## src/tetrisPkg.sv

```systemverilog
//------------------------------
// tetris shared definitions
// board size, piece types, key codes,
// mover states and shape offset table
//------------------------------
`default_nettype none

package tetrisPkg;

	localparam int boardRows = 20; // playfield height
	localparam int boardCols = 10; // playfield width

	typedef logic [boardCols-1:0] boardRow_t; // bit n is column n
	typedef boardRow_t [boardRows-1:0] board_t; // index 0 is the top row
	typedef logic signed [5:0] coord_t; // rows go negative above the board
	typedef logic [2:0] shape_t; // 0 none, then O I T S Z J L
	typedef logic [1:0] rot_t; // quarter turns

	typedef struct packed {
		coord_t row;
		coord_t col;
	} cell_t;

	// c3 first so the struct lines up with cell_t [3:0]
	typedef struct packed {
		cell_t c3;
		cell_t c2;
		cell_t c1;
		cell_t c0;
	} pieceCells_t;

	typedef struct packed {
		coord_t row; // anchor row
		coord_t col; // anchor column
		shape_t shape;
		rot_t rot;
	} pieceState_t;

	typedef struct packed {
		logic moveLeft; // one cycle
		logic moveRight; // one cycle
		logic rotate; // one cycle
		logic drop; // held level
	} keyCmd_t;

	localparam logic [7:0] keyA = 8'h04; // left
	localparam logic [7:0] keyD = 8'h07; // right
	localparam logic [7:0] keyW = 8'h1a; // rotate
	localparam logic [7:0] keyS = 8'h16; // soft drop
	localparam logic [7:0] keySpace = 8'h2c; // also drop

	localparam coord_t spawnRow = -3; // above the visible rows
	localparam coord_t spawnCol = 4;

	// ------------------------------
	// offsets per shape, rotation, cell as {row, col}
	localparam coord_t shapeOffsets [1:7][0:3][0:3][0:1] = '{
		'{'{'{0, 0}, '{0, 1}, '{1, 0}, '{1, 1}}, // O
		  '{'{0, 0}, '{0, 1}, '{1, 0}, '{1, 1}},
		  '{'{0, 0}, '{0, 1}, '{1, 0}, '{1, 1}},
		  '{'{0, 0}, '{0, 1}, '{1, 0}, '{1, 1}}},
		'{'{'{0, -1}, '{0, 0}, '{0, 1}, '{0, 2}}, // I
		  '{'{0, 0}, '{-1, 0}, '{2, 0}, '{1, 0}},
		  '{'{0, -1}, '{0, 0}, '{0, 1}, '{0, 2}},
		  '{'{0, 0}, '{-1, 0}, '{2, 0}, '{1, 0}}},
		'{'{'{0, -1}, '{0, 0}, '{1, 0}, '{0, 1}}, // T
		  '{'{0, 0}, '{-1, 0}, '{1, 0}, '{0, 1}},
		  '{'{0, -1}, '{-1, 0}, '{0, 0}, '{0, 1}},
		  '{'{0, -1}, '{-1, 0}, '{1, 0}, '{0, 0}}},
		'{'{'{1, -1}, '{0, 0}, '{1, 0}, '{0, 1}}, // S
		  '{'{0, 0}, '{-1, 0}, '{1, 1}, '{0, 1}},
		  '{'{1, -1}, '{0, 0}, '{1, 0}, '{0, 1}},
		  '{'{0, 0}, '{-1, 0}, '{1, 1}, '{0, 1}}},
		'{'{'{0, -1}, '{0, 0}, '{1, 0}, '{1, 1}}, // Z
		  '{'{0, -1}, '{-1, 0}, '{1, -1}, '{0, 0}},
		  '{'{0, -1}, '{0, 0}, '{1, 0}, '{1, 1}},
		  '{'{0, -1}, '{-1, 0}, '{1, -1}, '{0, 0}}},
		'{'{'{1, -1}, '{-1, 0}, '{1, 0}, '{0, 0}}, // J
		  '{'{0, -1}, '{0, 0}, '{1, 1}, '{0, 1}},
		  '{'{0, 0}, '{-1, 0}, '{1, 0}, '{-1, 1}},
		  '{'{0, -1}, '{-1, -1}, '{0, 0}, '{0, 1}}},
		'{'{'{0, 0}, '{-1, 0}, '{1, 0}, '{1, 1}}, // L
		  '{'{0, -1}, '{-1, 1}, '{0, 0}, '{0, 1}},
		  '{'{-1, -1}, '{-1, 0}, '{1, 0}, '{0, 0}},
		  '{'{0, -1}, '{0, 0}, '{1, -1}, '{0, 1}}}
	};

	typedef enum logic [2:0] {
		idle, // just out of reset
		spawn, // load a new piece
		fall, // gravity and player moves
		dwell, // resting, lock delay running
		over // top row filled
	} moverState_t;

endpackage

`default_nettype wire

```

## src/pieceRasterizer.sv

```systemverilog
//------------------------------
// piece rasterizer
// four piece cells to a registered
// 20 by 10 occupancy grid
//------------------------------
`timescale 1ns/1ps
`default_nettype none

module pieceRasterizer import tetrisPkg::*;
(
	input wire Reset, // clock
	input wire frame_clk, // async reset, active high
	input wire pieceCells_t cells,
	output board_t currBlocks
);

	cell_t [3:0] cellArr;
	board_t gridNext; // grid for the cells right now

	assign cellArr = cells;

	always_comb
	begin
		gridNext = '0;
		for (int r = 0; r < boardRows; r++)
		begin
			for (int c = 0; c < boardCols; c++)
			begin
				for (int i = 0; i < 4; i++)
				begin
					if (cellArr[i].row == coord_t'(r) && cellArr[i].col == coord_t'(c))
						gridNext[r][c] = 1'b1; // off-board cells never match
				end
			end
		end
	end

	always_ff @(posedge Reset or posedge frame_clk)
	begin
		if (frame_clk)
			currBlocks <= '0;
		else
			currBlocks <= gridNext; // one cycle behind the anchor
	end

endmodule

`default_nettype wire

```

## config.mk

```make
export PLATFORM = sky130hd
export DESIGN_NAME = pieceRasterizer
export DESIGN_NICKNAME = d
export VERILOG_FILES = /design/src/tetrisPkg.sv /design/src/pieceRasterizer.sv
export SDC_FILE = /design/constraint.sdc
export NUM_CORES = 1
export LEC_CHECK = 0
export BUFFER_PORTS_ARGS = -buffer_cell sky130_fd_sc_hd__buf_2
export CAP_MARGIN = 10
export CORE_ASPECT_RATIO = 2
export CORE_MARGIN = 1.5
export CORE_UTILIZATION = 35
export CTS_CLUSTER_DIAMETER = 200
export DETAILED_ROUTE_END_ITERATION = 10
export GPL_TIMING_DRIVEN = 0
export SLEW_MARGIN = 0
export SYNTH_ARGS = -nofsm -noshare
export SYNTH_HDL_FRONTEND = slang
export SYNTH_SLANG_ARGS = --single-unit
```

## constraint.sdc

```tcl
create_clock -name Reset -period 17.35 [get_ports Reset]
set_input_delay 1.735 -clock Reset [delete_from_list [all_inputs] [get_ports Reset]]
set_output_delay 1.735 -clock Reset [all_outputs]
set_load 0.02 [all_outputs]
```

Yosys cells after proc, flatten, opt, wreduce, memory -nomap -nowiden
Cells that the tools add are included.
{"block": "totals", "register_bits": 200, "elab_cells": 1740, "output_inout_bits": 200}
{"block": "op_classes", "n_mux": 800, "reduce_logical": 808, "n_eq_ne": 112}
{"op": "$logic_and A1 B1 Y1", "n": 800}
{"op": "$mux W1", "n": 800}
{"op": "$eq A6 B5 Y1 const B", "n": 40}
{"op": "$eq A6 B4 Y1 const B", "n": 32}
{"op": "$eq A6 B3 Y1 const B", "n": 16}
{"op": "$eq A6 B6 Y1 const B", "n": 16}
{"op": "$eq A6 B2 Y1 const B", "n": 8}
{"op": "$logic_not A6 Y1", "n": 8}

Longest topological paths before layout
{"block": "logic_depth", "word_depth": 6, "depth_mapped": 7, "depth_no_buf": 4}

Worst setup path after synthesis
Ideal clock, no wire load.
{"block": "synth_path", "path_kind": "input port to flip-flop", "startpoint": "input cells[7] (netlist name)", "endpoint": "register currBlocks[136] (netlist name)", "path_stages": 7, "n_path_buf": 3, "arrival_time_ns": 3.022, "slack_ns": 14.202, "cell_sequence": "clkbuf_1 -> nand2b_1 -> buf_2 -> or2_2 -> clkbuf_1 -> o22ai_1 -> a221o_1"}
{"element": "start: declaration", "line_no": "pieceRasterizer.sv:13", "rtl": "input wire pieceCells_t cells,"}
{"element": "end signal: assignment", "line_no": "pieceRasterizer.sv:43", "rtl": "currBlocks <= gridNext;"}
{"element": "end: declaration", "line_no": "pieceRasterizer.sv:14", "rtl": "output board_t currBlocks"}

==> summary.md <==
| Metric | Value |
|---|---|
| Setup tns final | `0 ps` |
| First-pass GRT wire length | `71,000 um` |
| Hold Path Class | `in -> async` |
| Placeable Area | `29,400 um^2` |
| Switching power | `0.000238 W` |
| HPWL Detailed | `36,800 um` |
| Period utilization | `21.7%` |
| RSZ-0062 raised after global routing | `false` |
| Static Leak | `5.85 nW` |
| Worst-path maximum fanout | `10` |
| Final hold slack | `1290 ps` |
| Pwr Density | `72.4 nW/um^2` |
| DRC viols | `0` |
| Commonest cells after routing, fill and taps aside | `259 x buf_2, 224 x a22oi_1, 200 x dfrtp_1` |
| # clock sinks | `200` |
| DIE AREA | `around 31,000 um^2` |
| Top reg by flops | `currBlocks` |
| Clk pwr share | `about 42%` |
| Setup Viol. Count Final | `0` |
| Number of H-tree levels | `4` |
| Final Max Slew Viols | `0` |
| Internal | `0.000681 W` |
| Worst rel slew slack | `around 18%` |
| Mean Syn Cell Area | `10.0 um^2` |
| Net count after synthesis | `1,088` |
| Outcome | `finished clean` |
| Combinational share of power | `under 10%` |
| Sw frac | `25.9%` |
| GPL Wtd Cong | `just over 1` |
| Slowest stage cell, crit path | `clkbuf_1` |
| Hold Fails Final Rpt | `0` |
| # IOs | `250` |
| Crit. End Element | `register` |
| Peak supply drop | `between 0.07 and 0.08 mV` |
| CTS tree | `built` |
| Sequential share of power | `50.8%` |
| Clock tree buffer depth | `2` |
| Critical path startpoint category | `primary input` |
| Die X-Extent | `roughly 120 um` |
| Final net count | `approximately 1,400` |
| Via count | `11,256` |
| Max reg flops | `200` |
| Number of global-route vias before repair | `10,771` |
| Unique masters post-synth | `35` |
| Top Registers | `currBlocks (200)` |
| Yosys warns | `0` |
| Largest net degree at the start of global routing | `134` |
| GRT Util Overall | `31.8%` |
| Setup crit end | `currBlocks[169]$_DFF_PP0_` |
| Critical path data required time | `17,750 ps` |
| Mapped Area | `10,400 um^2` |
| # rows | `between 80 and 90` |
| PortBufs | `245` |
| Post-Route WL | `50,200 um` |
| Clock root cell | `clkbuf_16` |
| Actual slew at the worst max-slew pin | `1220 ps` |
| CP bufs+invs | `2` |
| Die H | `247 um` |
| CP Depth | `6` |
| Fmax | `265 MHz` |
| Hold buffer count at cts | `0` |
| CP Launch Point | `cells[2]` |
| Arrival time at the worst endpoint | `4170 ps` |
| Remaining Overflow, GRT | `0` |
| Sequential-to-total area share from yosys stat | `between 40% and 50%` |
| Post-route ant nets | `0` |
| Worst setup path class | `in -> reg` |
| CP delay by family, top | `simple AND/OR/NAND/NOR gates` |
| Via-to-Cell Ratio | `6.69` |
| Clock buffer count from CTS | `17` |
| Post-CTS Setup Bufs | `0` |
| Area delta synth->final | `22.1%` |
| Minimum clock period | `3770 ps` |
| DRT Pass-1 Iters | `8` |
| First DRT Iteration DRCs | `~1,800` |
| Layout cells sized above 1 | `roughly a quarter` |
| Worst-path cell chain | `buf_2 -> or4b_1 -> nor2_2 -> clkbuf_1 -> a22oi_1 -> nand2_1` |
| Syn Inst Count | `a little over 1,000` |
| Commonest non-fill, non-tap cell in the layout | `buf_2` |
| Initial Util | `35.4%` |
| CP max stage delay | `about 770 ps` |
| Max-cap viol count | `0` |
| Clock-pin slew on the worst setup and hold paths | `70 ps` |
| FF+latch count, synth | `200` |
| # resized after CTS | `0` |
| Antenna violations before repair | `0` |
| DR WL/cell | `about 30 um` |
-- final cells by class --
class	instances	area [um^2]
antenna	1	2.50
buffer	73	329
clock buffer	18	429
clock inverter	14	139
fill	2970	16700
inverter	1	11.3
multi-input combinational	764	5060
sequential	200	5000
tap	364	455
timing repair buffer	247	1260
-- synthesized netlist by cell type, drive strengths merged --
cell	count	area (um^2)
a22oi	224	1680
dfrtp	200	5000
nand2	139	529
nor2	84	340
o221ai	56	490
clkbuf	48	180
a221o	35	350
o22ai	35	219
nor3	32	274
buf	25	149
nand3	22	115
nand2b	20	125
or4b	19	190
o211ai	18	135
a222oi	16	160
o21ai	16	80.1
nor2b	12	75.1
nor4b	8	70.1
or4	8	67.6
nor4	6	37.5
or2	4	25.0
or3	4	25.0
nand4bb	3	33.8
nor4bb	2	20.0
inv	1	3.75
or4bb	1	11.3
-- worst min path at each step --
stage,to,start,slack (ps),cells after the start
final,currBlocks[51]$_DFF_PP0_,frame_clk,1290,2
after global routing,currBlocks[42]$_DFF_PP0_,frame_clk,1310,2
after floorplan,currBlocks[98]$_DFF_PP0_,cells[15],1970,2
after global placement,currBlocks[88],currBlocks[88]$_DFF_PP0_,2180,1
after CTS,currBlocks[42]$_DFF_PP0_,frame_clk,1300,2
after detailed placement,currBlocks[42]$_DFF_PP0_,frame_clk,1800,2
-- per-stage QoR --
stage               power [W]  std cells  util [%]  worst slack (ps)  cell area, um^2
CTS                  0.000923       1681      43.2             13700            12700
finish               0.000919       1682      43.2             13580            12700
floorplan            0.000510       1038         -             10160            10400
detailed placement   0.000538       1649      41.2             13210            12100
global route         0.000950       1681      43.2             13560            12700
global placement     0.000537       1647      41.1              8420            12100
-- per-layer routing --
metal / vias to the layer above / part of all wire, % / track usage [%]
met5: - / 0 / 0
met4: 0 / 9.4 / 26.0
met3: 252 / 8.6 / 6.82
met2: 888 / 49 / 53.8
met1: 5443 / 33 / 34.1
li1: 4673 / - / -
-- power groups by stage --
stage          Combinational, W  Sequential (W)  Clock, W
2_1_floorplan         0.0000334        0.000477         0
3_3_place_gp          0.0000607        0.000476         0
3_5_place_dp          0.0000627        0.000476         0
4_1_cts               0.0000630        0.000467  0.000393
5_1_grt               0.0000687        0.000466  0.000415
6_report              0.0000650        0.000467  0.000387
-- cell families (layout without fill, tap and decap cells) --
family	after synthesis	after routing	share of synthesized area, %
AND/OR/NAND/NOR	364	364	18.7
flip-flops	200	200	48.2
other	0	1	0
buffers and inverters	74	353	3.20
AO/OA/AOI/OAI	400	400	30.0
No activity file was read; power rests on OpenSTA's default activity.
