===== config.mk =====
export PLATFORM = sky130hd
export DESIGN_NAME = pieceShape
export DESIGN_NICKNAME = d
export VERILOG_FILES = /design/src/tetrisPkg.sv /design/src/pieceShape.sv
export SDC_FILE = /design/constraint.sdc
export NUM_CORES = 1
export LEC_CHECK = 0
export BUFFER_PORTS_ARGS = -buffer_cell sky130_fd_sc_hd__buf_2
export CORE_MARGIN = 4
export CORE_UTILIZATION = 31
export DETAILED_ROUTE_END_ITERATION = 12
export PLACE_DENSITY_LB_ADDON = 0.15
export REMOVE_ABC_BUFFERS = 1
export SETUP_SLACK_MARGIN = 0.15
export SYNTH_ARGS = -nofsm -noshare
export SYNTH_HDL_FRONTEND = slang
export SYNTH_SLANG_ARGS = --single-unit
export TNS_END_PERCENT = 5

===== constraint.sdc =====
create_clock -name vclk -period 3.3
set_input_delay 0.66 -clock vclk [all_inputs]
set_output_delay 0.66 -clock vclk [all_outputs]
set_load 0.03 [all_outputs]

===== src/tetrisPkg.sv =====
//------------------------------
// tetris shared definitions
// board size, piece types, key codes,
// mover states and shape offset table
//------------------------------
`default_nettype none

package tetrisPkg;

	localparam int boardRows = 20; // playfield height
	localparam int boardCols = 10; // playfield width

	typedef logic [boardCols-1:0] boardRow_t; // bit n is column n
	typedef boardRow_t [boardRows-1:0] board_t; // index 0 is the top row
	typedef logic signed [5:0] coord_t; // rows go negative above the board
	typedef logic [2:0] shape_t; // 0 none, then O I T S Z J L
	typedef logic [1:0] rot_t; // quarter turns

	typedef struct packed {
		coord_t row;
		coord_t col;
	} cell_t;

	// c3 first so the struct lines up with cell_t [3:0]
	typedef struct packed {
		cell_t c3;
		cell_t c2;
		cell_t c1;
		cell_t c0;
	} pieceCells_t;

	typedef struct packed {
		coord_t row; // anchor row
		coord_t col; // anchor column
		shape_t shape;
		rot_t rot;
	} pieceState_t;

	typedef struct packed {
		logic moveLeft; // one cycle
		logic moveRight; // one cycle
		logic rotate; // one cycle
		logic drop; // held level
	} keyCmd_t;

	localparam logic [7:0] keyA = 8'h04; // left
	localparam logic [7:0] keyD = 8'h07; // right
	localparam logic [7:0] keyW = 8'h1a; // rotate
	localparam logic [7:0] keyS = 8'h16; // soft drop
	localparam logic [7:0] keySpace = 8'h2c; // also drop

	localparam coord_t spawnRow = -3; // above the visible rows
	localparam coord_t spawnCol = 4;

	// ------------------------------
	// offsets per shape, rotation, cell as {row, col}
	localparam coord_t shapeOffsets [1:7][0:3][0:3][0:1] = '{
		'{'{'{0, 0}, '{0, 1}, '{1, 0}, '{1, 1}}, // O
		  '{'{0, 0}, '{0, 1}, '{1, 0}, '{1, 1}},
		  '{'{0, 0}, '{0, 1}, '{1, 0}, '{1, 1}},
		  '{'{0, 0}, '{0, 1}, '{1, 0}, '{1, 1}}},
		'{'{'{0, -1}, '{0, 0}, '{0, 1}, '{0, 2}}, // I
		  '{'{0, 0}, '{-1, 0}, '{2, 0}, '{1, 0}},
		  '{'{0, -1}, '{0, 0}, '{0, 1}, '{0, 2}},
		  '{'{0, 0}, '{-1, 0}, '{2, 0}, '{1, 0}}},
		'{'{'{0, -1}, '{0, 0}, '{1, 0}, '{0, 1}}, // T
		  '{'{0, 0}, '{-1, 0}, '{1, 0}, '{0, 1}},
		  '{'{0, -1}, '{-1, 0}, '{0, 0}, '{0, 1}},
		  '{'{0, -1}, '{-1, 0}, '{1, 0}, '{0, 0}}},
		'{'{'{1, -1}, '{0, 0}, '{1, 0}, '{0, 1}}, // S
		  '{'{0, 0}, '{-1, 0}, '{1, 1}, '{0, 1}},
		  '{'{1, -1}, '{0, 0}, '{1, 0}, '{0, 1}},
		  '{'{0, 0}, '{-1, 0}, '{1, 1}, '{0, 1}}},
		'{'{'{0, -1}, '{0, 0}, '{1, 0}, '{1, 1}}, // Z
		  '{'{0, -1}, '{-1, 0}, '{1, -1}, '{0, 0}},
		  '{'{0, -1}, '{0, 0}, '{1, 0}, '{1, 1}},
		  '{'{0, -1}, '{-1, 0}, '{1, -1}, '{0, 0}}},
		'{'{'{1, -1}, '{-1, 0}, '{1, 0}, '{0, 0}}, // J
		  '{'{0, -1}, '{0, 0}, '{1, 1}, '{0, 1}},
		  '{'{0, 0}, '{-1, 0}, '{1, 0}, '{-1, 1}},
		  '{'{0, -1}, '{-1, -1}, '{0, 0}, '{0, 1}}},
		'{'{'{0, 0}, '{-1, 0}, '{1, 0}, '{1, 1}}, // L
		  '{'{0, -1}, '{-1, 1}, '{0, 0}, '{0, 1}},
		  '{'{-1, -1}, '{-1, 0}, '{1, 0}, '{0, 0}},
		  '{'{0, -1}, '{0, 0}, '{1, -1}, '{0, 1}}}
	};

	typedef enum logic [2:0] {
		idle, // just out of reset
		spawn, // load a new piece
		fall, // gravity and player moves
		dwell, // resting, lock delay running
		over // top row filled
	} moverState_t;

endpackage

`default_nettype wire


===== src/pieceShape.sv =====
//------------------------------
// piece shape lookup
// anchor plus table offsets gives
// the four board cells of a piece
//------------------------------
`timescale 1ns/1ps
`default_nettype none

module pieceShape import tetrisPkg::*;
(
	input wire pieceState_t piece,
	output pieceCells_t cells
);

	cell_t [3:0] cellArr; // same bits as cells

	always_comb
	begin
		for (int i = 0; i < 4; i++)
		begin
			if (piece.shape == shape_t'(0))
			begin
				cellArr[i].row = coord_t'(-20); // no piece yet, park it off the board
				cellArr[i].col = coord_t'(-20);
			end
			else
			begin
				cellArr[i].row = piece.row + shapeOffsets[piece.shape][piece.rot][i][0];
				cellArr[i].col = piece.col + shapeOffsets[piece.shape][piece.rot][i][1];
			end
		end
	end

	assign cells = cellArr; // c0 is cellArr[0]

endmodule

`default_nettype wire


# ---- Word-level counts from Yosys, hierarchy flattened
# Memory sizes are Yosys's and may differ from the RTL's.
# Cells that the tools add are included.
dict set report word_totals {
  regBits 0
  mem_bits_ro 1536
  inputBits 17
  out_inout_bits 48
  elab_cells 23
  memories 1
}
dict set report classes {
  addsub 8
  magnitude_cmp 2
  mux 9
  bitwise_logic 2
  n_reduce_logical 1
}
# memory words width rd rd_ports_with_merged_regs wr line_no
set memory_table {}
lappend memory_table {{(name not given)} 8 192 1 0 0 pieceShape.sv:28} ;# cellArr[i].row = piece.row + shapeOffsets[piece.shape][piece.rot][i][0];
# operator count
set op_table {}
lappend op_table {{two-way mux 192 bit} 2}
lappend op_table {{binary-select mux 48 bit (select 2 bit)} 1}
lappend op_table {{two-way mux 48 bit} 2}
lappend op_table {{adder 6 bit} 8}
lappend op_table {{two-way mux 12 bit} 4}
lappend op_table {{>= comparator 4 bit, second input constant} 1}
lappend op_table {{NOT 3 -> 4 bit} 1}
lappend op_table {{>= comparator 3 bit, second input constant} 1}
lappend op_table {{logical NOT 3 bit} 1}
lappend op_table {{NOT 2 -> 3 bit} 1}

# ---- Longest topological paths before layout
# Gate-level depths: netlist (run 1).
dict set report logic_depth {
  depth_word 9
  ltp_mapped 12
  ltp_nobuf 12
}

# ---- Least setup slack after synthesis (run 1)
# OpenSTA, ideal clock, no wires.
dict set report synth_timing {
  path_kind {in2out}
  start {input piece[2] (netlist name)}
  end {output cells[22] (netlist name)}
  t_arrival_ps 3279
  required_time_ps 2640
  slack_ps -639
  cell_stages 12
  path_buffers 0
  path_cell_list {inv_1 ha_1 mux2_2 o211ai_1 o21a_1 ha_1 inv_1 fa_1 nor2b_1 o21ai_0 nor3b_1 nor3_1}
}
# item line_no
set synth_rtl {}
lappend synth_rtl {{start: declaration} pieceShape.sv:11} ;# input wire pieceState_t piece,
lappend synth_rtl {{end: declaration} pieceShape.sv:12} ;# output pieceCells_t cells

==> results of run 1 <==
==> repair_timing <==
action | 4_1_cts | 5_1_grt
gates resized for setup | 100 | 34
pin swaps | 20 | 17
buffers inserted | 4 | 5
setup endpoints to repair | 39 | 40
==> where the power goes <==
group | leakage [nW] | internal, mW | switching [mW]
clock | 0 | 0 | 0
sequential | 0 | 0 | 0
combinational | 1.78 | 0.357 | 0.435
==> worst paths after layout <==
check / startpoint / end / slack, ps / cells after the start
hold / removal: piece[13] / cells[32] / 1790 / 4
setup / recovery: piece[2] / cells[22] / -270 / 14
==> cells by family (layout without fill, tap and decap cells) <==
logic type                 after synthesis  after routing  synth area share
buffers and inverters                   30            175           0.05886
muxes                                    8              8           0.04745
AOI/OAI and AO/OA                       86             86            0.2679
and+or+nand+nor                         90             90            0.2210
xor gates and xnor gates                18             18           0.07568
adders and majority gates               50             50            0.3291
==> synth_stat cells <==
| master | n |
|---|---|
| a2111o_1 | 3 |
| a211oi_1 | 13 |
| a21boi_0 | 2 |
| a21o_1 | 11 |
| a21oi_1 | 14 |
| a22o_1 | 1 |
| a31oi_1 | 1 |
| and2_1 | 12 |
| and3_1 | 4 |
| buf_2 | 2 |
| buf_6 | 1 |
| clkbuf_1 | 8 |
| fa_1 | 8 |
| ha_1 | 42 |
| inv_1 | 19 |
| mux2_2 | 1 |
| mux2_4 | 1 |
| mux2i_1 | 5 |
| mux4_2 | 1 |
| nand2_1 | 22 |
| nand2b_1 | 3 |
| nand3_1 | 1 |
| nand3b_1 | 3 |
| nand4_1 | 3 |
| nand4b_1 | 3 |
| nor2_1 | 22 |
| nor2b_1 | 6 |
| nor3_1 | 5 |
| nor3b_1 | 3 |
| o2111a_1 | 1 |
| o211ai_1 | 2 |
| o21a_1 | 8 |
| o21ai_0 | 26 |
| o21bai_1 | 2 |
| o22ai_1 | 2 |
| or2_2 | 1 |
| or3_1 | 2 |
| xnor2_1 | 8 |
| xor2_1 | 10 |
==> stage by stage <==
step / hold WS, ps / instances / worst slack, ps
2_1_floorplan: 1565 / 271 / -639.2
3_3_place_gp: 1787 / 495 / -412.4
3_5_place_dp: 1797 / 495 / -453.6
4_1_cts: 1793 / 499 / -330.0
5_1_grt: 1827 / 504 / -424.4
6_report: 1795 / 504 / -267.0
==> worst max-delay path: stages <==
cell and delay (ps):
buf_12 90, inv_6 30, ha_4 150, mux2_4 270, o211ai_1 230, o21a_1 220, ha_2 210, inv_2 40
fa_2 340, nor2b_2 150, o21ai_2 80, nor3b_2 160, nor3_2 100, buf_4 180
==> routing by layer <==
metal / vias up / GRT usage / wire [um] / share of wire
met3: 0 / 0.008347 / 157 / 0.023
met4: 0 / 0.008929 / 0 / 0
met2: 37 / 0.2920 / 3406 / 0.49
met1: 1176 / 0.2151 / 3353 / 0.48
li1: 1308 / - / - / -
met5: - / 0 / 0 / 0
==> area by class of cell <==
class	count	area, um2	area share
Inverter	19	76.32	0.02132
Multi-Input combinational cell	252	2218	0.6197
Tap cell	77	96.34	0.02691
Timing Repair Buffer	156	1189	0.3321
==> results.sh, run 1 <==
export IMPL_initial_utilization=0.3244
export IMPL_finalInstanceArea_um2=3580
export IMPL_outcome="finished with violations"
export IMPL_dieArea_um2=8096
export IMPL_place_congestion=0.8599
export IMPL_seq_area_um2=0
export IMPL_die_width_um=89.98
export IMPL_period_share=1.081
export IMPL_antenna_found_initial=0
export IMPL_worstSetupPathType="in2out"
export IMPL_grt_first_pass_wirelength_um=11390
export IMPL_clkbuf_count=0
export IMPL_violations="negative setup slack"
export IMPL_gr_total_overflow=0
export IMPL_drc=0
export IMPL_nNetsFinal=496
export IMPL_worst_slack_ps=-267.0
export IMPL_setup_tns_ps=-2475
export IMPL_ys_types=39
export IMPL_timing_fmax_mhz=280.4
export IMPL_slew_headroom=0.5960
export IMPL_power_density_nw_per_um2=221.3
export IMPL_synth_area_um2=2083
export IMPL_syn2layout_area_growth_pct=71.83
export IMPL_yosys_area_top_type="ha_1"
export IMPL_via_per_inst=5.002
export IMPL_tightest_slew_ps=603.2
export IMPL_grt_max_degree=22
export IMPL_path_max_fanout=3
export IMPL_diodes=0
export IMPL_first_iter_violations=65
export IMPL_cts_hold_buf=0
export IMPL_ys_seq_area_frac=0
export IMPL_core_area_um2=6422
export IMPL_utilization=0.5574
export IMPL_irDropWorstVdd_v=0.0001322
export IMPL_port_buffers=65
export IMPL_syn_inst=282
export IMPL_setup_viol=20
export IMPL_wl_per_cell_um=13.72
export IMPL_cp_start_kind="input pin"
export IMPL_fillers=631
export IMPL_ioPinCount=65
export IMPL_routed_wl_um=6916
export IMPL_period_needed_ps=3567
export IMPL_cp_arrival_ps=2910
export IMPL_p_leak_nw=1.784
export IMPL_maxCapViolations=0
export IMPL_die_h_um=89.98
export IMPL_power_mw=0.7920
export IMPL_drtPass1Iterations=4
export IMPL_ys_top_cells_by_area="ha_1, fa_1, o21ai_0"
export IMPL_crit_required_ps=2640
export IMPL_num_rows=29
export IMPL_rsz0062_at_grt="yes"
export IMPL_dp_final_hpwl_um=5375
export IMPL_antenna_left=0
export IMPL_min_delay_path_class="in2out"
export IMPL_endpoint_kind="primary output"
export IMPL_final_common_cell="buf_4"
export IMPL_drive_above_1_share=0.5035
export IMPL_final_cell_mix="buf_4, ha_1, buf_2, nand2_1, nor2_1"
export IMPL_yosys_warnings=0
export IMPL_final_hold_viol_count=0
export IMPL_vias=2521
export IMPL_post_dp_cell_area_um2=3082
export IMPL_slew_viol_final=0
export IMPL_grt_pass1_vias=2496
export IMPL_synth_avg_cell_area_um2=7.387
export IMPL_yosys_area_top_type_share=0.2523
export IMPL_flops_and_latches=0
export IMPL_grt_total_usage=0.1590
Note: power is estimated with default switching activity, not from simulation.
==> run 2, diff against run 1 <==
--- a/config.mk
+++ b/config.mk
@@ -9,6 +9,7 @@
 export CORE_MARGIN = 4
 export CORE_UTILIZATION = 31
 export DETAILED_ROUTE_END_ITERATION = 12
+export GPL_TIMING_DRIVEN = 0
 export PLACE_DENSITY_LB_ADDON = 0.15
 export REMOVE_ABC_BUFFERS = 1
 export SETUP_SLACK_MARGIN = 0.15
==> run 2 against run 1 <==
Compared with the run above:
- the run still ends with negative setup slack left
- critical path depth fell by 1
- maximum frequency is 1.2% lower
- die area did not move
- core utilization decreased by 9.1 points
- non-clock buffer count down 70
- global-route usage down 1.8 points
- hold slack got worse by 8.0 ps
- routed wire length down 11%
- via count decreased by 10%
- power shrank 11%
- largest cell class unchanged
- highest routed layer is now met4
==> results.sh, run 2 (synthesis gave the netlist of run 1 again) <==
export IMPL_path_max_fanout=9
export IMPL_drc=0
export IMPL_placed_cells=413
export IMPL_die_width_um=89.98
export IMPL_finalInstanceArea_um2=2994
export IMPL_crit_path_end="cells[22]"
export IMPL_tightest_slew_ps=896.6
export IMPL_dieArea_um2=8096
export IMPL_rsz0062_at_grt="yes"
export IMPL_power_density_nw_per_um2=235.4
export IMPL_routed_wl_um=6168
export IMPL_critPathMaxStageDelay_ps=360
export IMPL_worstSetupPathType="in2out"
export IMPL_port_buffers=65
export IMPL_ioPinCount=65
export IMPL_final_common_cell="buf_4"
export IMPL_slew_headroom=0.3996
export IMPL_nNetsFinal=426
export IMPL_final_hold_viol_count=0
export IMPL_cpMostUsedCell="ha_4"
export IMPL_antenna_left=0
export IMPL_p_leak_nw=1.422
export IMPL_utilization=0.4662
export IMPL_outcome="finished with violations"
export IMPL_num_rows=29
export IMPL_period_share=1.094
export IMPL_fillers=671
export IMPL_grt_first_pass_wirelength_um=10100
export IMPL_wl_per_cell_um=14.21
export IMPL_final_cell_mix="buf_4, buf_2, ha_1, nor2_1, nand2_1"
export IMPL_die_h_um=89.98
export IMPL_slew_viol_final=0
export IMPL_syn2layout_area_growth_pct=43.72
export IMPL_post_dp_cell_area_um2=2456
export IMPL_endpoint_kind="primary output"
export IMPL_cp_start_kind="input pin"
export IMPL_grt_pass1_vias=2172
export IMPL_antenna_found_initial=0
export IMPL_initial_utilization=0.3244
export IMPL_crit_required_ps=2640
export IMPL_place_congestion=0.7995
export IMPL_grt_total_usage=0.1414
export IMPL_stdcell_count=434
export IMPL_via_per_inst=5.200
export IMPL_flops_and_latches=0
export IMPL_cp_arrival_ps=2950
export IMPL_irDropWorstVdd_v=0.0001115
export IMPL_cp_startpoint="piece[3]"
export IMPL_core_area_um2=6422
export IMPL_clkbuf_count=0
export IMPL_timing_fmax_mhz=277.0
export IMPL_worst_slack_ps=-309.7
export IMPL_seq_area_um2=0
export IMPL_vias=2257
export IMPL_period_needed_ps=3610
export IMPL_first_iter_violations=65
export IMPL_violations="negative setup slack"
export IMPL_maxCapViolations=0
export IMPL_cts_hold_buf=0
export IMPL_min_delay_path_class="in2out"
export IMPL_grt_max_degree=37
export IMPL_setup_viol=17
export IMPL_gr_total_overflow=0
export IMPL_drive_above_1_share=0.3950
export IMPL_diodes=0
export IMPL_setup_tns_ps=-2534
export IMPL_crit_chain="buf_8 > ha_4 > mux2_4 > o211ai_1 > o21a_2 > ha_4 > inv_2 > fa_2 > nor2b_2 > o21ai_2 > nor3b_1 > nor3_1 > buf_4"
export IMPL_slowest_stage="fa_2"
export IMPL_dp_final_hpwl_um=4530
export IMPL_drtPass1Iterations=4
==> run 2: changes by cell type in the layout (fill, tap and decap cells not counted), sizes merged <==
cell | before | now
clkinv | 0 | 1
inv | 19 | 17
clkbuf | 0 | 1
clkinvlp | 0 | 1
buf | 156 | 85
==> run 2: stage by stage <==
step           power, mW  setup slack, ps  hold slack (ps)
2_1_floorplan     0.4133           -639.2             1565
3_3_place_gp      0.5713           -765.2             1788
4_1_cts           0.6557           -274.5             1792
3_5_place_dp      0.5752           -757.6             1795
6_report          0.7047           -309.7             1787
5_1_grt           0.7653           -457.6             1817
==> run 2: worst max-delay path: cells and delay by family <==
kind | cells | cell delay, ps
adder cells (fa/ha/maj) | 3 | 680
AND/OR/NAND/NOR | 3 | 450
buffers and inverters | 3 | 350
AO/OA/AOI/OAI | 3 | 520
multiplexers | 1 | 280
==> run 2: layout make-up <==
| type | count | area (um2) | area share |
|---|---|---|---|
| timing repair buffer | 86 | 609.3 | 0.2035 |
| inverter | 19 | 90.09 | 0.03009 |
| tap | 77 | 96.34 | 0.03218 |
| multi-input combinational | 252 | 2198 | 0.7342 |
==> run 2: what timing repair did <==
item | 4_1_cts | 5_1_grt
gates cloned | 0 | 0
pin swaps | 9 | 19
setup endpoints to repair | 48 | 45
gates resized for setup | 80 | 45
buffers inserted | 13 | 8
==> run 2: worst min path at each step <==
stage	from	end	slack, ps	cells after the start
floorplan	piece[9]	cells[40]	1570	2
global placement	piece[9]	cells[40]	1790	4
detailed placement	piece[9]	cells[40]	1790	4
CTS	piece[9]	cells[40]	1790	4
global route	piece[9]	cells[40]	1820	4
finish	piece[9]	cells[40]	1790	4
==> run 2: report_power, final <==
part / total (mW) / internal (mW) / switching, mW / leakage (nW)
Sequential: 0 / 0 / 0 / 0
Combinational: 0.705 / 0.287 / 0.417 / 1.42
Clock: 0 / 0 / 0 / 0
Total: 0.705 / 0.287 / 0.417 / 1.42
==> run 2: layer usage <==
metal | up-vias | global-route usage | wire (um) | share of wire
met5 | - | 0 | 0 | 0
met4 | 0 | 0.01531 | 34 | 0.0055
met3 | 4 | 0.01002 | 252 | 0.041
met2 | 56 | 0.2456 | 2898 | 0.47
met1 | 1027 | 0.1980 | 2984 | 0.48
li1 | 1170 | - | - | -
==> run 3, diff against run 2 <==
==> constraint.sdc (replaced) <==
create_clock -name vclk -period 3.2
set_input_delay 0.64 -clock vclk [all_inputs]
set_output_delay 0.64 -clock vclk [all_outputs]
set_load 0.03 [all_outputs]
==> run 3 against run 2 <==
Compared with the run above:
- the run still ends with negative setup slack left
- largest cell class unchanged
- final area is 2.0% lower
- first-iteration DRC count fell by 4.6%
- final cell count is 0.92% lower
- hold slack got worse by 40 ps
- die area is the same
- highest routed layer unchanged
==> results.sh, run 3 (synthesis gave the netlist of run 1 again) <==
export IMPL_outcome="finished with violations"
export IMPL_violations="negative setup slack"
export IMPL_cp_arrival_ps=2930
export IMPL_final_cell_mix="buf_4, buf_2, ha_1, nor2_1, nand2_1"
export IMPL_grt_pass1_vias=2169
export IMPL_utilization=0.4570
export IMPL_crit_required_ps=2560
export IMPL_drive_above_1_share=0.3824
export IMPL_die_width_um=89.98
export IMPL_diodes=0
export IMPL_placed_cells=413
export IMPL_slowest_stage="fa_2"
export IMPL_worst_slack_ps=-370.4
export IMPL_gr_total_overflow=0
export IMPL_multi_input_area_um2=2156
export IMPL_period_needed_ps=3570
export IMPL_maxCapViolations=0
export IMPL_grt_max_degree=37
export IMPL_comb_power_share=1.000
export IMPL_core_area_um2=6422
export IMPL_drc=0
export IMPL_grt_first_pass_wirelength_um=10090
export IMPL_rsz0062_at_grt="yes"
export IMPL_timing_fmax_mhz=280.1
export IMPL_cp_start_kind="input pin"
export IMPL_antenna_found_initial=0
export IMPL_flops_and_latches=0
export IMPL_critPathMaxStageDelay_ps=360
export IMPL_p_leak_nw=1.407
export IMPL_p_clk_frac=0
export IMPL_first_iter_violations=62
export IMPL_setup_viol=21
export IMPL_num_rows=29
export IMPL_wl_per_cell_um=14.22
export IMPL_die_h_um=89.98
export IMPL_min_delay_path_class="in2out"
export IMPL_period_share=1.116
export IMPL_wirelength_met1_um=2972
export IMPL_setup_tns_ps=-3560
export IMPL_hold_slack_ps=1747
export IMPL_top_layer_used="met4"
export IMPL_dp_final_hpwl_um=4530
export IMPL_vias=2254
export IMPL_slew_viol_final=0
export IMPL_cts_hold_buf=0
export IMPL_initial_utilization=0.3244
export IMPL_crit_chain="buf_8 > ha_4 > mux2_4 > o211ai_1 > o21a_2 > ha_4 > inv_2 > fa_2 > nor2b_2 > o21ai_2 > nor3b_1 > nor3_1 > buf_4"
export IMPL_dp_slack_ps=-817.6
export IMPL_cpMostUsedCell="ha_4"
export IMPL_power_frac_seq=0
export IMPL_post_dp_cell_area_um2=2456
export IMPL_met3_length_um=240
export IMPL_fillers=679
export IMPL_syn2layout_area_growth_pct=40.90
export IMPL_endpoint_kind="primary output"
export IMPL_place_congestion=0.7995
export IMPL_swShare=0.5965
export IMPL_worst_path_buf_inv=3
export IMPL_dieArea_um2=8096
export IMPL_switchingPower_mw=0.4247
export IMPL_tightest_slew_ps=871.2
export IMPL_slew_headroom=0.4166
export IMPL_route_met2_wl_um=2853
export IMPL_via_per_inst=5.242
export IMPL_power_density_nw_per_um2=242.5
export IMPL_irDropWorstVdd_v=0.0001164
export IMPL_critPathTopFamily="adder cells"
export IMPL_finalInstanceArea_um2=2935
export IMPL_routed_wl_um=6113
export IMPL_p_int_mw=0.2873
export IMPL_clkbuf_count=0
export IMPL_path_max_fanout=9
export IMPL_power_mw=0.7119
export IMPL_worstSetupPathType="in2out"
export IMPL_antenna_left=0
export IMPL_final_hold_viol_count=0
export IMPL_stdcell_count=430
export IMPL_port_buffers=65
export IMPL_final_common_cell="buf_4"
export IMPL_drtPass1Iterations=4
export IMPL_ioPinCount=65
export IMPL_grt_total_usage=0.1410
export IMPL_seq_area_um2=0
export IMPL_nNetsFinal=422
run 3: changes by cell type in the layout (fill, tap and decap cells not counted):
cell,delta
a211oi_2,+1
a211oi_4,-1
buf_2,-4
buf_4,-1
buf_6,+1
fa_1,-1
fa_2,+1
ha_1,+3
ha_4,-3
o21ai_0,+2
o21ai_1,-2
run 3: final timing paths:
kind | startpoint | endpoint | slack [ps] | cells past startpoint
setup / recovery | piece[3] | cells[22] | -370 | 13
hold / removal | piece[10] | cells[41] | 1750 | 4
run 3: power by group through the flow:
| stage | registers, mW | logic (mW) | clock network (mW) |
|---|---|---|---|
| 5_1_grt | 0 | 0.774 | 0 |
| 4_1_cts | 0 | 0.684 | 0 |
| 3_3_place_gp | 0 | 0.589 | 0 |
| 6_report | 0 | 0.712 | 0 |
| 2_1_floorplan | 0 | 0.426 | 0 |
| 3_5_place_dp | 0 | 0.593 | 0 |
run 3: tightest hold or removal path, stage by stage:
cell	delay [ps]
buf_2	160
xor2_1	80
nand2_1	90
buf_6	130
run 3: timing repair:
item                       4_1_cts  5_1_grt
buffers inserted                13        4
pin swaps                        9       19
gates resized for setup         89       34
setup endpoints to repair       48       39
run 3: final cells by class:
class / count / share of cell area
timing repair buffer: 82 / 0.2020
inverter: 19 / 0.03069
tap: 77 / 0.03282
multi-input combinational: 252 / 0.7344
run 3: per-layer routing:
| metal | up-vias | track usage |
|---|---|---|
| met1 | 1037 | 0.1975 |
| met3 | 7 | 0.01002 |
| met4 | 0 | 0.01531 |
| met2 | 51 | 0.2450 |
| met5 | - | 0 |
| li1 | 1159 | - |
