$ cat src/tetrisPkg.sv
//------------------------------
// tetris shared definitions
// board size, piece types, key codes,
// mover states and shape offset table
//------------------------------
`default_nettype none

package tetrisPkg;

	localparam int boardRows = 20; // playfield height
	localparam int boardCols = 10; // playfield width

	typedef logic [boardCols-1:0] boardRow_t; // bit n is column n
	typedef boardRow_t [boardRows-1:0] board_t; // index 0 is the top row
	typedef logic signed [5:0] coord_t; // rows go negative above the board
	typedef logic [2:0] shape_t; // 0 none, then O I T S Z J L
	typedef logic [1:0] rot_t; // quarter turns

	typedef struct packed {
		coord_t row;
		coord_t col;
	} cell_t;

	// c3 first so the struct lines up with cell_t [3:0]
	typedef struct packed {
		cell_t c3;
		cell_t c2;
		cell_t c1;
		cell_t c0;
	} pieceCells_t;

	typedef struct packed {
		coord_t row; // anchor row
		coord_t col; // anchor column
		shape_t shape;
		rot_t rot;
	} pieceState_t;

	typedef struct packed {
		logic moveLeft; // one cycle
		logic moveRight; // one cycle
		logic rotate; // one cycle
		logic drop; // held level
	} keyCmd_t;

	localparam logic [7:0] keyA = 8'h04; // left
	localparam logic [7:0] keyD = 8'h07; // right
	localparam logic [7:0] keyW = 8'h1a; // rotate
	localparam logic [7:0] keyS = 8'h16; // soft drop
	localparam logic [7:0] keySpace = 8'h2c; // also drop

	localparam coord_t spawnRow = -3; // above the visible rows
	localparam coord_t spawnCol = 4;

	// ------------------------------
	// offsets per shape, rotation, cell as {row, col}
	localparam coord_t shapeOffsets [1:7][0:3][0:3][0:1] = '{
		'{'{'{0, 0}, '{0, 1}, '{1, 0}, '{1, 1}}, // O
		  '{'{0, 0}, '{0, 1}, '{1, 0}, '{1, 1}},
		  '{'{0, 0}, '{0, 1}, '{1, 0}, '{1, 1}},
		  '{'{0, 0}, '{0, 1}, '{1, 0}, '{1, 1}}},
		'{'{'{0, -1}, '{0, 0}, '{0, 1}, '{0, 2}}, // I
		  '{'{0, 0}, '{-1, 0}, '{2, 0}, '{1, 0}},
		  '{'{0, -1}, '{0, 0}, '{0, 1}, '{0, 2}},
		  '{'{0, 0}, '{-1, 0}, '{2, 0}, '{1, 0}}},
		'{'{'{0, -1}, '{0, 0}, '{1, 0}, '{0, 1}}, // T
		  '{'{0, 0}, '{-1, 0}, '{1, 0}, '{0, 1}},
		  '{'{0, -1}, '{-1, 0}, '{0, 0}, '{0, 1}},
		  '{'{0, -1}, '{-1, 0}, '{1, 0}, '{0, 0}}},
		'{'{'{1, -1}, '{0, 0}, '{1, 0}, '{0, 1}}, // S
		  '{'{0, 0}, '{-1, 0}, '{1, 1}, '{0, 1}},
		  '{'{1, -1}, '{0, 0}, '{1, 0}, '{0, 1}},
		  '{'{0, 0}, '{-1, 0}, '{1, 1}, '{0, 1}}},
		'{'{'{0, -1}, '{0, 0}, '{1, 0}, '{1, 1}}, // Z
		  '{'{0, -1}, '{-1, 0}, '{1, -1}, '{0, 0}},
		  '{'{0, -1}, '{0, 0}, '{1, 0}, '{1, 1}},
		  '{'{0, -1}, '{-1, 0}, '{1, -1}, '{0, 0}}},
		'{'{'{1, -1}, '{-1, 0}, '{1, 0}, '{0, 0}}, // J
		  '{'{0, -1}, '{0, 0}, '{1, 1}, '{0, 1}},
		  '{'{0, 0}, '{-1, 0}, '{1, 0}, '{-1, 1}},
		  '{'{0, -1}, '{-1, -1}, '{0, 0}, '{0, 1}}},
		'{'{'{0, 0}, '{-1, 0}, '{1, 0}, '{1, 1}}, // L
		  '{'{0, -1}, '{-1, 1}, '{0, 0}, '{0, 1}},
		  '{'{-1, -1}, '{-1, 0}, '{1, 0}, '{0, 0}},
		  '{'{0, -1}, '{0, 0}, '{1, -1}, '{0, 1}}}
	};

	typedef enum logic [2:0] {
		idle, // just out of reset
		spawn, // load a new piece
		fall, // gravity and player moves
		dwell, // resting, lock delay running
		over // top row filled
	} moverState_t;

endpackage

`default_nettype wire

$ cat src/keyDecoder.sv
//------------------------------
// key decoder
// raw keycode to one-shot move and
// rotate pulses plus a drop level
//------------------------------
`timescale 1ns/1ps
`default_nettype none

module keyDecoder import tetrisPkg::*;
(
	input wire Reset, // clock
	input wire frame_clk, // async reset, active high
	input wire [7:0] keycode,
	output keyCmd_t keyCmd,
	output logic startGame
);

	logic [7:0] prevKey; // keycode seen last cycle
	logic newKey; // code differs from last cycle

	always_ff @(posedge Reset or posedge frame_clk)
	begin
		if (frame_clk)
			prevKey <= '0;
		else
			prevKey <= keycode;
	end

	assign newKey = (keycode != prevKey);

	always_comb
	begin
		keyCmd.moveLeft = newKey && (keycode == keyA); // first cycle of A only
		keyCmd.moveRight = newKey && (keycode == keyD);
		keyCmd.rotate = newKey && (keycode == keyW);
		keyCmd.drop = (keycode == keyS) || (keycode == keySpace); // level while held
	end

	assign startGame = (keycode != 8'h00); // any key at all

endmodule

`default_nettype wire

$ cat config.mk
export PLATFORM = sky130hd
export DESIGN_NAME = keyDecoder
export DESIGN_NICKNAME = d
export VERILOG_FILES = /design/src/tetrisPkg.sv /design/src/keyDecoder.sv
export SDC_FILE = /design/constraint.sdc
export NUM_CORES = 1
export LEC_CHECK = 0
export BUFFER_PORTS_ARGS = -buffer_cell sky130_fd_sc_hd__buf_2
export CORE_AREA = 2 2 39 41
export DETAILED_ROUTE_END_ITERATION = 10
export DIE_AREA = 0 0 41 43
export PLACE_DENSITY = 0.65
export SYNTH_ARGS = -nofsm -noshare
export SYNTH_HDL_FRONTEND = slang
export SYNTH_SLANG_ARGS = --single-unit
$ cat constraint.sdc
create_clock -name Reset -period 1.8 [get_ports Reset]
set_input_delay 0.18 -clock Reset [delete_from_list [all_inputs] [get_ports Reset]]
set_output_delay 0.18 -clock Reset [all_outputs]
set_load 0.05 [all_outputs]
# Yosys cells after proc, flatten, opt, wreduce, memory -nomap -nowiden
# Index checks and enable logic that the tools add are counted.
[totals]
latchBits = 0
out_inout_bits = 5
inputBits = 10
word_cells = 12
ramBits = 0
regBits = 8
mem_count = 0
romBits = 0
[classes]
multipliers = 0
bitwise_logic = 0
magnitude_cmp = 0
addsub = 0
reduce_logical = 5
div = 0
eq_ne = 6
mux = 0
n_shift = 0
[op_table]
columns = ["operator", "count"]
rows = [
  ["$eq A8 B3 Y1 const B", 2],
  ["$eq A8 B5 Y1 const B", 2],
  ["$eq A8 B6 Y1 const B", 1],
  ["$ne A8 B8 Y1", 1],
  ["$reduce_bool A8 Y1", 1],
  ["$logic_and A1 B1 Y1", 3],
  ["$logic_or A1 B1 Y1", 1],
]

# Longest topological paths before layout
# Gate-level depths: netlist (run 1).
[logic_depth]
depth_word = 2
ltp_mapped = 3
mapped_depth_nobuf = 3

# Least setup slack after synthesis (run 1)
# Ideal clock, no wire load.
[synth_path]
path_kind = "input port to output port"
startpoint = "in keycode[0]"
endpoint = "out keyCmd[1] (netlist name)"
slack_ns = 0.226
arrival_ns = 1.394
n_path_buf = 0
t_required_ns = 1.620
stages = 3
path_cell_list = "nor4_1 -> nand4_1 -> a21oi_1"
[synth_lines]
columns = ["item", "line", "source"]
rows = [
  ["from (decl)", "keyDecoder.sv:13", "input wire [7:0] keycode,"],
  ["to (decl)", "keyDecoder.sv:14", "output keyCmd_t keyCmd,"],
]

==> results of run 1 <==
==> cells by family after synthesis <==
kind of cell,count (synthesis)
AND/OR/NAND/NOR,16
buffers and inverters,1
XOR/XNOR,8
AO/OA/AOI/OAI,4
flip-flops,8
==> per-stage QoR <==
step | std cells | cell area (um2) | hold WS, ps | utilization, % | setup WS, ps
global route | 71 | 523 | 97.0 | 37.8 | 65.5
CTS | 71 | 523 | 101 | 37.8 | 141
detailed placement | 67 | 490 | 133 | 35.4 | 404
finish | 71 | 523 | 108 | 37.8 | 153
global placement | 67 | 490 | 134 | 35.4 | 429
floorplan | 37 | 400 | -4.34 | - | 226
==> cells in the final DEF, fill, tap and decap left out, types with 2 or more instances in the layout <==
master	count
nor2_1	3
xor2_1	8
buf_2	14
nand2_1	2
clkbuf_4	3
dfrtp_1	8
nor4_1	2
a21oi_1	3
nand3_1	2
nor4_2	2
==> path summary, 6_finish.rpt <==
path | depth (start not counted) | slack (ps) | startpoint | endpoint
min in group asynchronous | 3 | 420 | frame_clk | prevKey[7]$_DFF_PP0_
max in group asynchronous | 3 | 1150 | frame_clk | prevKey[2]$_DFF_PP0_
hold / removal | 1 | 110 | keycode[0] | prevKey[0]$_DFF_PP0_
setup / recovery | 4 | 150 | prevKey[7]$_DFF_PP0_ | keyCmd[2]
==> layout make-up <==
class	instances	area [um2]	share of cell area, %
Inverter	1	3.75	0.718
Clock buffer	3	22.5	4.31
Sequential cell	8	200	38.3
Multi-Input combinational cell	28	196	37.6
Timing Repair Buffer	15	80.1	15.3
Tap cell	16	20.0	3.83
==> per-layer routing <==
metal	vias to the layer above	share of wire (%)	routed length, um
li1	168	-	-
met1	154	46	381
met2	15	46	375
met3	3	5.9	48
met4	0	1.8	15
met5	-	0	0
==> power breakdown <==
| group | internal [uW] | leakage [uW] | switching (uW) |
|---|---|---|---|
| Combinational | 22.5 | 0.000133 | 34.7 |
| Clock | 75.9 | 0.0000138 | 55.6 |
| Sequential | 189 | 0.0000932 | 3.78 |
==> run metrics, run 1 <==
largest family of logic cells by synthesized area simple AND/OR/NAND/NOR gates; Synth Area in Simple Gates 26.3%; routed vias/inst 4.79; CP arrival 1470 ps; Hold Path Class in2reg; fin nets 67; Chip Height 43 um; Final TNS setup 0 ps; CTS tree built; unrepaired setup endpoints after global routing no; Power, Total 382 uW; WL/cell 11.5 um; routability congestion estimate 0.736; Iteration-0 DRC Markers 3; slowest CP cell dfrtp_1; largest fanout on the critical path 3; Cell Pwr Density 730 nW/um2; EDFF count, synth 0; number of buffers created by CTS 3; Final Cycle Share 91.5%; largest cells by area after synthesis dfrtp_1, xor2_1, nor4_2, a21oi_1, nor4_1; Max-slew headroom 78.1%; Die Area 1760 um2; Hold Buf Count CTS 1; Routed Antenna Nets 0; # clock sinks 8; Via Count 340; minimum clock period 1650 ps; endpoints failing setup 0; Worst-Margin Slew 326 ps; Hold Vio Cnt, Final 0; synthesized area per cell 10.8 um2; Post-CTS Repair Setup Buffers 0; total core area 1380 um2; share of cells above drive strength 1 36.4%; number of synthesized register bits 8; adder-cell share of the synthesized area 0%; # resized after CTS 0; main flop type after synthesis dfrtp_1; CP max stage delay 370 ps; met3 GRT Util 3.14%; post-synthesis xor/xnor area fraction 17.5%; vias in the first global route 318; share of the synthesized area in the top cell type 50.0%; Post-synth top cells dfrtp_1, xor2_1, a21oi_1, nor2_1; post-synthesis sequential area ratio 50.0%; WP buf/inv 1; crit path capture type output port; Clk pin slew, worst setup/hold paths 50 ps; Overflow after GRT 0; Syn Nets 47; Leakage Power 0.000240 uW; DIE WIDTH 41 um; Post-Syn Area 400 um2; status completed; Max VDD drop 0.000353 V; met1 GRT Util 16.8%; Largest regs prevKey (8); initial antenna violation count 0; largest area contributor in the netlist dfrtp_1; Synth Area in Compound Gates 5.31%; Biggest register prevKey; Remaining DRCs 0; CTS root buf clkbuf_4; GRT Max-Usage Layer met1; io pins 15; Final Max Slew Viols 0; drt total wl 820 um; WS Path Type reg2out; Req. time, crit path 1620 ps; H-tree Lvls 1; Cell Rows 14; Port Buffers 14; Filler Cells Inserted 146; ys async rst share 100%; deepest clock path buffer count 2; post-synthesis mux area share 0%; grt met2 use 14.7%; Cells after Synth 37; Overall Global Routing Usage 11.7%; critical path launch point type flip-flop; CP Cell Sequence xor2_1, nor4_2, a21oi_1, buf_2; delay-heaviest family, CP flip-flops; Antenna Cells 0; maxcap violations 0; area delta synth->final 30.6%; DRT Pass-1 Iters 4; Largest register FFs 8; largest net degree at the start of global routing 9; post-detailed-placement half-perimeter wirelength 656 um; yosys warns 0; initial core utilization 28.9%; first-pass GRT wire length 1350 um; Yosys cell types 15; Fmax 607 MHz
Power figures use the tool's default switching activity.
==> run 2, diff against run 1 <==
--- a/config.mk
+++ b/config.mk
@@ -7,9 +7,10 @@
 export LEC_CHECK = 0
 export BUFFER_PORTS_ARGS = -buffer_cell sky130_fd_sc_hd__buf_2
 export CORE_AREA = 2 2 39 41
+export CTS_CLUSTER_DIAMETER = 100
 export DETAILED_ROUTE_END_ITERATION = 10
 export DIE_AREA = 0 0 41 43
-export PLACE_DENSITY = 0.65
+export PLACE_DENSITY = 0.67
 export SYNTH_ARGS = -nofsm -noshare
 export SYNTH_HDL_FRONTEND = slang
 export SYNTH_SLANG_ARGS = --single-unit
==> constraint.sdc (replaced) <==
create_clock -name Reset -period 1.5 [get_ports Reset]
set_input_delay 0.15 -clock Reset [delete_from_list [all_inputs] [get_ports Reset]]
set_output_delay 0.15 -clock Reset [all_outputs]
set_load 0.05 [all_outputs]
==> run 2 against run 1 <==
  * The flow now finishes with violations (negative setup slack)
  * Total power up 19%
  * Die area unchanged
  * Combinational power up 17%
  * Global-route usage down 2.0 points
  * Flip-flop and latch count unchanged
  * Clock power up 19%
  * Cell count unchanged
  * Wire length down 8.0%
  * Worst setup slack worse by 230 ps
  * First-iteration DRC count up 33%
  * Largest power group unchanged
==> run metrics, run 2 (synthesis results as in run 1) <==
Overflow after GRT 0 (unchanged); CP arrival 1430 ps (-40 ps); Biggest register prevKey; Final Cycle Share 105%; deepest clock path buffer count 2 (unchanged); Leakage Power 0.000240 uW (-0.17%); endpoints failing setup 3 (+3); drt total wl 754 um (-8.0%); Hold Path Class in2reg; Hold Vio Cnt, Final 0 (unchanged); io pins 15 (unchanged); vias in the first global route 272 (-14%); Power, Total 455 uW (+19%); maxcap violations 0 (unchanged); commonest non-fill, non-tap cell in the layout buf_2; final core occ 38.3% (+0.54 points); initial core utilization 28.9% (unchanged); Overall Global Routing Usage 9.66% (-2.0 points); Remaining DRCs 0 (unchanged); area delta synth->final 32.5%; Final TNS setup -223 ps (-223 ps); fin nets 67 (unchanged); largest fanout on the critical path 3 (unchanged); Max-slew headroom 77.5% (-0.55 points); post-detailed-placement half-perimeter wirelength 602 um (-8.2%); Antenna Cells 0 (unchanged); CTS tree built; minimum clock period 1580 ps; crit path capture type output port; Max VDD drop 0.000403 V (+14%); Filler Cells Inserted 138 (-5.5%); Worst-Margin Slew 334 ps (+8.19 ps); Iteration-0 DRC Markers 4 (+1); total core area 1380 um2 (unchanged); Routed Antenna Nets 0 (unchanged); number of buffers created by CTS 3 (unchanged); Largest regs prevKey (8); largest net degree at the start of global routing 9 (unchanged); setup ws final -77.1 ps (-230 ps); Clk pin slew, worst setup/hold paths 50 ps (about the same); Die Area 1760 um2 (unchanged); CTS root buf clkbuf_4; Fmax 634 MHz; DIE WIDTH 41 um (unchanged); failing checks negative setup slack; Cell Rows 14 (unchanged); Port Buffers 14 (unchanged); WL/cell 10.6 um (-8.0%); # clock sinks 8 (unchanged); share of cells above drive strength 1 36.4% (unchanged); H-tree Lvls 1 (unchanged); unrepaired setup endpoints after global routing yes; routability congestion estimate 0.726 (-1.4%); Post-CTS Repair Setup Buffers 0 (unchanged); Req. time, crit path 1350 ps (-270 ps); Via Count 318 (-6.5%); register area 200 um2 (unchanged); initial antenna violation count 0 (unchanged); Setup WS pre-CTS 147 ps (-257 ps); Multi-input gate area 196 um2 (unchanged); worst hold start keycode[7]; Cell Pwr Density 858 nW/um2 (+18%); Hold Crit Endpoint prevKey[7]$_DFF_PP0_; Largest register FFs 8 (unchanged); hold path cells 1 (unchanged); critical path launch point type flip-flop; status finished with violations; DRT Pass-1 Iters 4 (unchanged); first-pass GRT wire length 1140 um (-16%); Chip Height 43 um (unchanged); most frequent cells in the layout buf_2, xor2_1, dfrtp_1; routed vias/inst 4.48 (-6.5%); WS Path Type reg2out; Final Max Slew Viols 0 (unchanged)
[run 2: critical path, stage by stage (launching register included)]
cell	delay (ps)
dfrtp_1	370
xor2_1	140
nor4_2	350
a21oi_1	120
buf_4	200
[run 2: how the worst max path moves through the flow]
stage	from	endpoint
detailed placement	keycode[0]	keyCmd[1]
global route	prevKey[2]$_DFF_PP0_	keyCmd[3]
floorplan	prevKey[6]$_DFF_PP0_	keyCmd[1]
global placement	keycode[0]	keyCmd[1]
finish	prevKey[7]$_DFF_PP0_	keyCmd[3]
CTS	prevKey[0]$_DFF_PP0_	keyCmd[3]
[run 2: layer usage]
layer / share of wire [%] / up-vias / GRT usage [%]
li1: - / 171 / -
met1: 53 / 135 / 15.4
met2: 42 / 12 / 10.6
met3: 5.7 / 0 / 3.14
met4: 0 / 0 / 6.00
met5: 0 / - / 0
[run 2: repair_timing]
action,4_1_cts,5_1_grt
hold buffers,1,0
pin swaps,1,1
endpoints found under the setup margin,3,3
gates resized for setup,3,0
endpoints found under the hold margin,8,0
[run 2: area by class of cell]
class | instances | area share, %
clock buffers | 3 | 4.25
inverters | 1 | 0.708
multi-input cells | 28 | 37.0
flip-flops and latches | 8 | 37.7
well taps | 16 | 3.77
repair buffers | 15 | 16.5
[run 2: report_power, final]
part           total (uW)  internal [uW]  switching [uW]  leakage (uW)
sequential            231            227            4.34     0.0000932
clock                 157           91.1            65.8     0.0000138
combinational        66.9           27.1            39.8      0.000133
total                 455            345             110      0.000240
[run 2: stage by stage]
stage	hold slack (ps)	cells	instance area, um2
floorplan	-34.3	37	400
global placement	110	67	490
detailed placement	112	67	490
CTS	67.7	71	531
global route	71.9	71	531
finish	72.5	71	531
==> run 3, diff against run 2 <==
--- a/config.mk
+++ b/config.mk
@@ -5,12 +5,14 @@
 export SDC_FILE = /design/constraint.sdc
 export NUM_CORES = 1
 export LEC_CHECK = 0
+export ABC_AREA = 1
 export BUFFER_PORTS_ARGS = -buffer_cell sky130_fd_sc_hd__buf_2
 export CORE_AREA = 2 2 39 41
 export CTS_CLUSTER_DIAMETER = 100
 export DETAILED_ROUTE_END_ITERATION = 10
 export DIE_AREA = 0 0 41 43
-export PLACE_DENSITY = 0.67
+export GPL_ROUTABILITY_DRIVEN = 0
+export PLACE_DENSITY = 0.75
 export SYNTH_ARGS = -nofsm -noshare
 export SYNTH_HDL_FRONTEND = slang
 export SYNTH_SLANG_ARGS = --single-unit
==> run 3 against run 2 <==
  * The run now ends clean
  * Die area unchanged
  * Total power up 5.6%
  * Wire length up 31%
  * Largest power group unchanged
==> run metrics, run 3 <==
status completed; Overall Global Routing Usage 14.9% (+5.2 points); number of cells after detailed placement 110 (+64%); Post-synth top cells nand2_1, inv_1, nor2_1, dfrtp_1, nand3_1; critical path launch point type flip-flop; Power, Total 481 uW (+5.6%); initial core utilization 35.8% (+6.9 points); routed vias/inst 4.45 (-0.70%); fin nets 110 (+64%); share of the synthesized area in the top cell type 40.4% (-9.6 points); Synth Area in Compound Gates 1.01% (-4.3 points); Die Area 1760 um2 (unchanged); Hold Crit Endpoint prevKey[7]$_DFF_PP0_; Clk pin slew, worst setup/hold paths 60 ps (about the same); Post-Syn Area 495 um2 (+24%); first-pass GRT wire length 1780 um (+56%); Max VDD drop 0.000424 V (+5.1%); slowest CP cell dfrtp_1; drt total wl 988 um (+31%); Largest register FFs 8 (unchanged); CTS tree built; most used cell, CP nand2_1; largest net degree at the start of global routing 9 (unchanged); Hold Path Class in2reg; maxcap violations 0 (unchanged); Cell Rows 14 (unchanged); CP max stage delay 370 ps (about the same); Hold Vio Cnt, Final 0 (unchanged); unrepaired setup endpoints after global routing yes; WS Path Type reg2out; Multi-input gate area 226 um2 (+15%); Chip Height 43 um (unchanged); adder-cell share of the synthesized area 0% (unchanged); H-tree Lvls 1 (unchanged); most frequent cells in the layout nand2_1, inv_1, buf_2; CP arrival 1270 ps (-160 ps); crit path capture type output port; Final Cycle Share 94.9% (-10 points); Biggest register prevKey; Antenna Cells 0 (unchanged); Req. time, crit path 1350 ps (about the same); endpoints failing setup 0 (-3); area delta synth->final 29.0%; largest area contributor in the netlist dfrtp_1; hold path cells 1 (unchanged); number of buffers created by CTS 3 (unchanged); total core area 1380 um2 (unchanged); DRT Pass-1 Iters 4 (unchanged); Cell Pwr Density 752 nW/um2 (-12%); largest cells by area after synthesis dfrtp_1, nand2_1, inv_1, nor2_1, nand3_1; main flop type after synthesis dfrtp_1; Final Max Slew Viols 0 (unchanged); Synth Area in Simple Gates 44.2% (+18 points); # clock sinks 8 (unchanged); Filler Cells Inserted 148 (+7.2%); synthesized area per cell 6.19 um2 (-43%); worst hold start keycode[7]; post-synthesis xor/xnor area fraction 0% (-18 points); post-synthesis mux area share 0% (unchanged); fin cells 114 (+61%); Yosys cell types 11 (-4); yosys warns 0 (unchanged); CP Cell Sequence nand2_1, nand2_1, nor2_1, nand2_1, nor2_4, nor2_1, buf_6; Iteration-0 DRC Markers 10 (+6); vias in the first global route 478 (+76%); setup ws final 77.1 ps (+154 ps); deepest clock path buffer count 2 (unchanged); commonest non-fill, non-tap cell in the layout nand2_1; largest family of logic cells by synthesized area simple AND/OR/NAND/NOR gates; Remaining DRCs 0 (unchanged); io pins 15 (unchanged); Final TNS setup 0 ps (+223 ps); Via Count 507 (+59%); Fmax 703 MHz (+11%); initial antenna violation count 0 (unchanged); ys async rst share 100% (unchanged); Largest regs prevKey (8); post-synthesis sequential area ratio 40.4% (-9.6 points); WL/cell 8.67 um (-18%); number of synthesized register bits 8 (unchanged); CTS root buf clkbuf_4; Leakage Power 0.000389 uW (+62%); register area 200 um2 (unchanged); EDFF count, synth 0 (unchanged); top-count cell post-synth nand2_1; post-detailed-placement half-perimeter wirelength 781 um (+30%); share of cells above drive strength 1 21.4% (-15 points); Cells after Synth 80 (+120%); Port Buffers 14 (unchanged); Worst-Margin Slew 315 ps (-19.1 ps); Syn Nets 90 (+91%); Routed Antenna Nets 0 (unchanged); Setup WS pre-CTS 203 ps (+55.3 ps); Max-slew headroom 79.0% (+1.5 points); largest fanout on the critical path 3 (unchanged); Overflow after GRT 0 (unchanged); minimum clock period 1420 ps (-154 ps); DIE WIDTH 41 um (unchanged)
-- run 3: cell types whose count changed after synthesis, sizes merged, moves of 2 or more --
| cell | before | now |
|---|---|---|
| nor2 | 3 | 11 |
| nand2 | 2 | 34 |
| a21oi | 3 | 0 |
| inv | 1 | 19 |
| nor4 | 4 | 0 |
| xor2 | 8 | 0 |
| nor3 | 1 | 3 |
-- run 3: metrics by stage --
| stage | hold WS (ps) | cell area [um2] | utilization, % |
|---|---|---|---|
| floorplan | -34.3 | 495 | - |
| global placement | 106 | 586 | 42.3 |
| detailed placement | 117 | 586 | 42.3 |
| CTS | 39.0 | 618 | 44.7 |
| global route | 32.7 | 639 | 46.2 |
| finish | 38.8 | 639 | 46.2 |
-- run 3: worst max-delay path, delay by kind of cell (launching register included) --
kind	cells	cell delay, ps
simple gates	6	510
flops	1	370
buf+inv	1	140
-- run 3: layer usage --
metal	share of wire [%]	track usage [%]	wire [um]	vias up
met5	0	0	0	-
met4	1.6	8.00	16	0
met3	4.4	3.14	43	2
met2	49	22.5	486	14
met1	45	18.9	442	221
li1	-	-	-	270
-- run 3: worst max path at each step --
stage                 to  slack (ps)                  from
5_1_grt        keyCmd[2]         -40  prevKey[1]$_DFF_PP0_
2_1_floorplan  keyCmd[1]          40  prevKey[5]$_DFF_PP0_
3_5_place_dp   keyCmd[3]         200            keycode[7]
4_1_cts        keyCmd[1]          30  prevKey[4]$_DFF_PP0_
6_report       keyCmd[3]          80  prevKey[2]$_DFF_PP0_
3_3_place_gp   keyCmd[3]         220            keycode[7]
-- run 3: kinds of logic (layout without fill, tap and decap cells) --
kind of cell           Yosys count  count (layout)
flip-flops                       8               8
buffers and inverters           19              37
AO/OA/AOI/OAI                    1               1
AND/OR/NAND/NOR                 52              52
-- run 3: cell type report --
| cell class | count | area share, % |
|---|---|---|
| inverters | 19 | 11.2 |
| flip-flops and latches | 8 | 31.3 |
| well taps | 16 | 3.13 |
| clock buffers | 3 | 3.52 |
| multi-input cells | 53 | 35.4 |
| repair buffers | 15 | 15.5 |
-- run 3: repair_timing --
item                       in CTS  in global routing
hold buffers                    1                  0
setup endpoints to repair       0                  3
resized for setup               0                 10
hold endpoints to repair        8                  0
setup buffers                   0                  0
-- run 3: report_power, final --
group	leakage [uW]	internal (uW)	switching, uW	total (uW)
Sequential	0.0000932	227	5.18	232
Clock	0.0000138	91.8	76.9	169
Combinational	0.000282	29.0	51.0	80.0
Total	0.000389	348	133	481
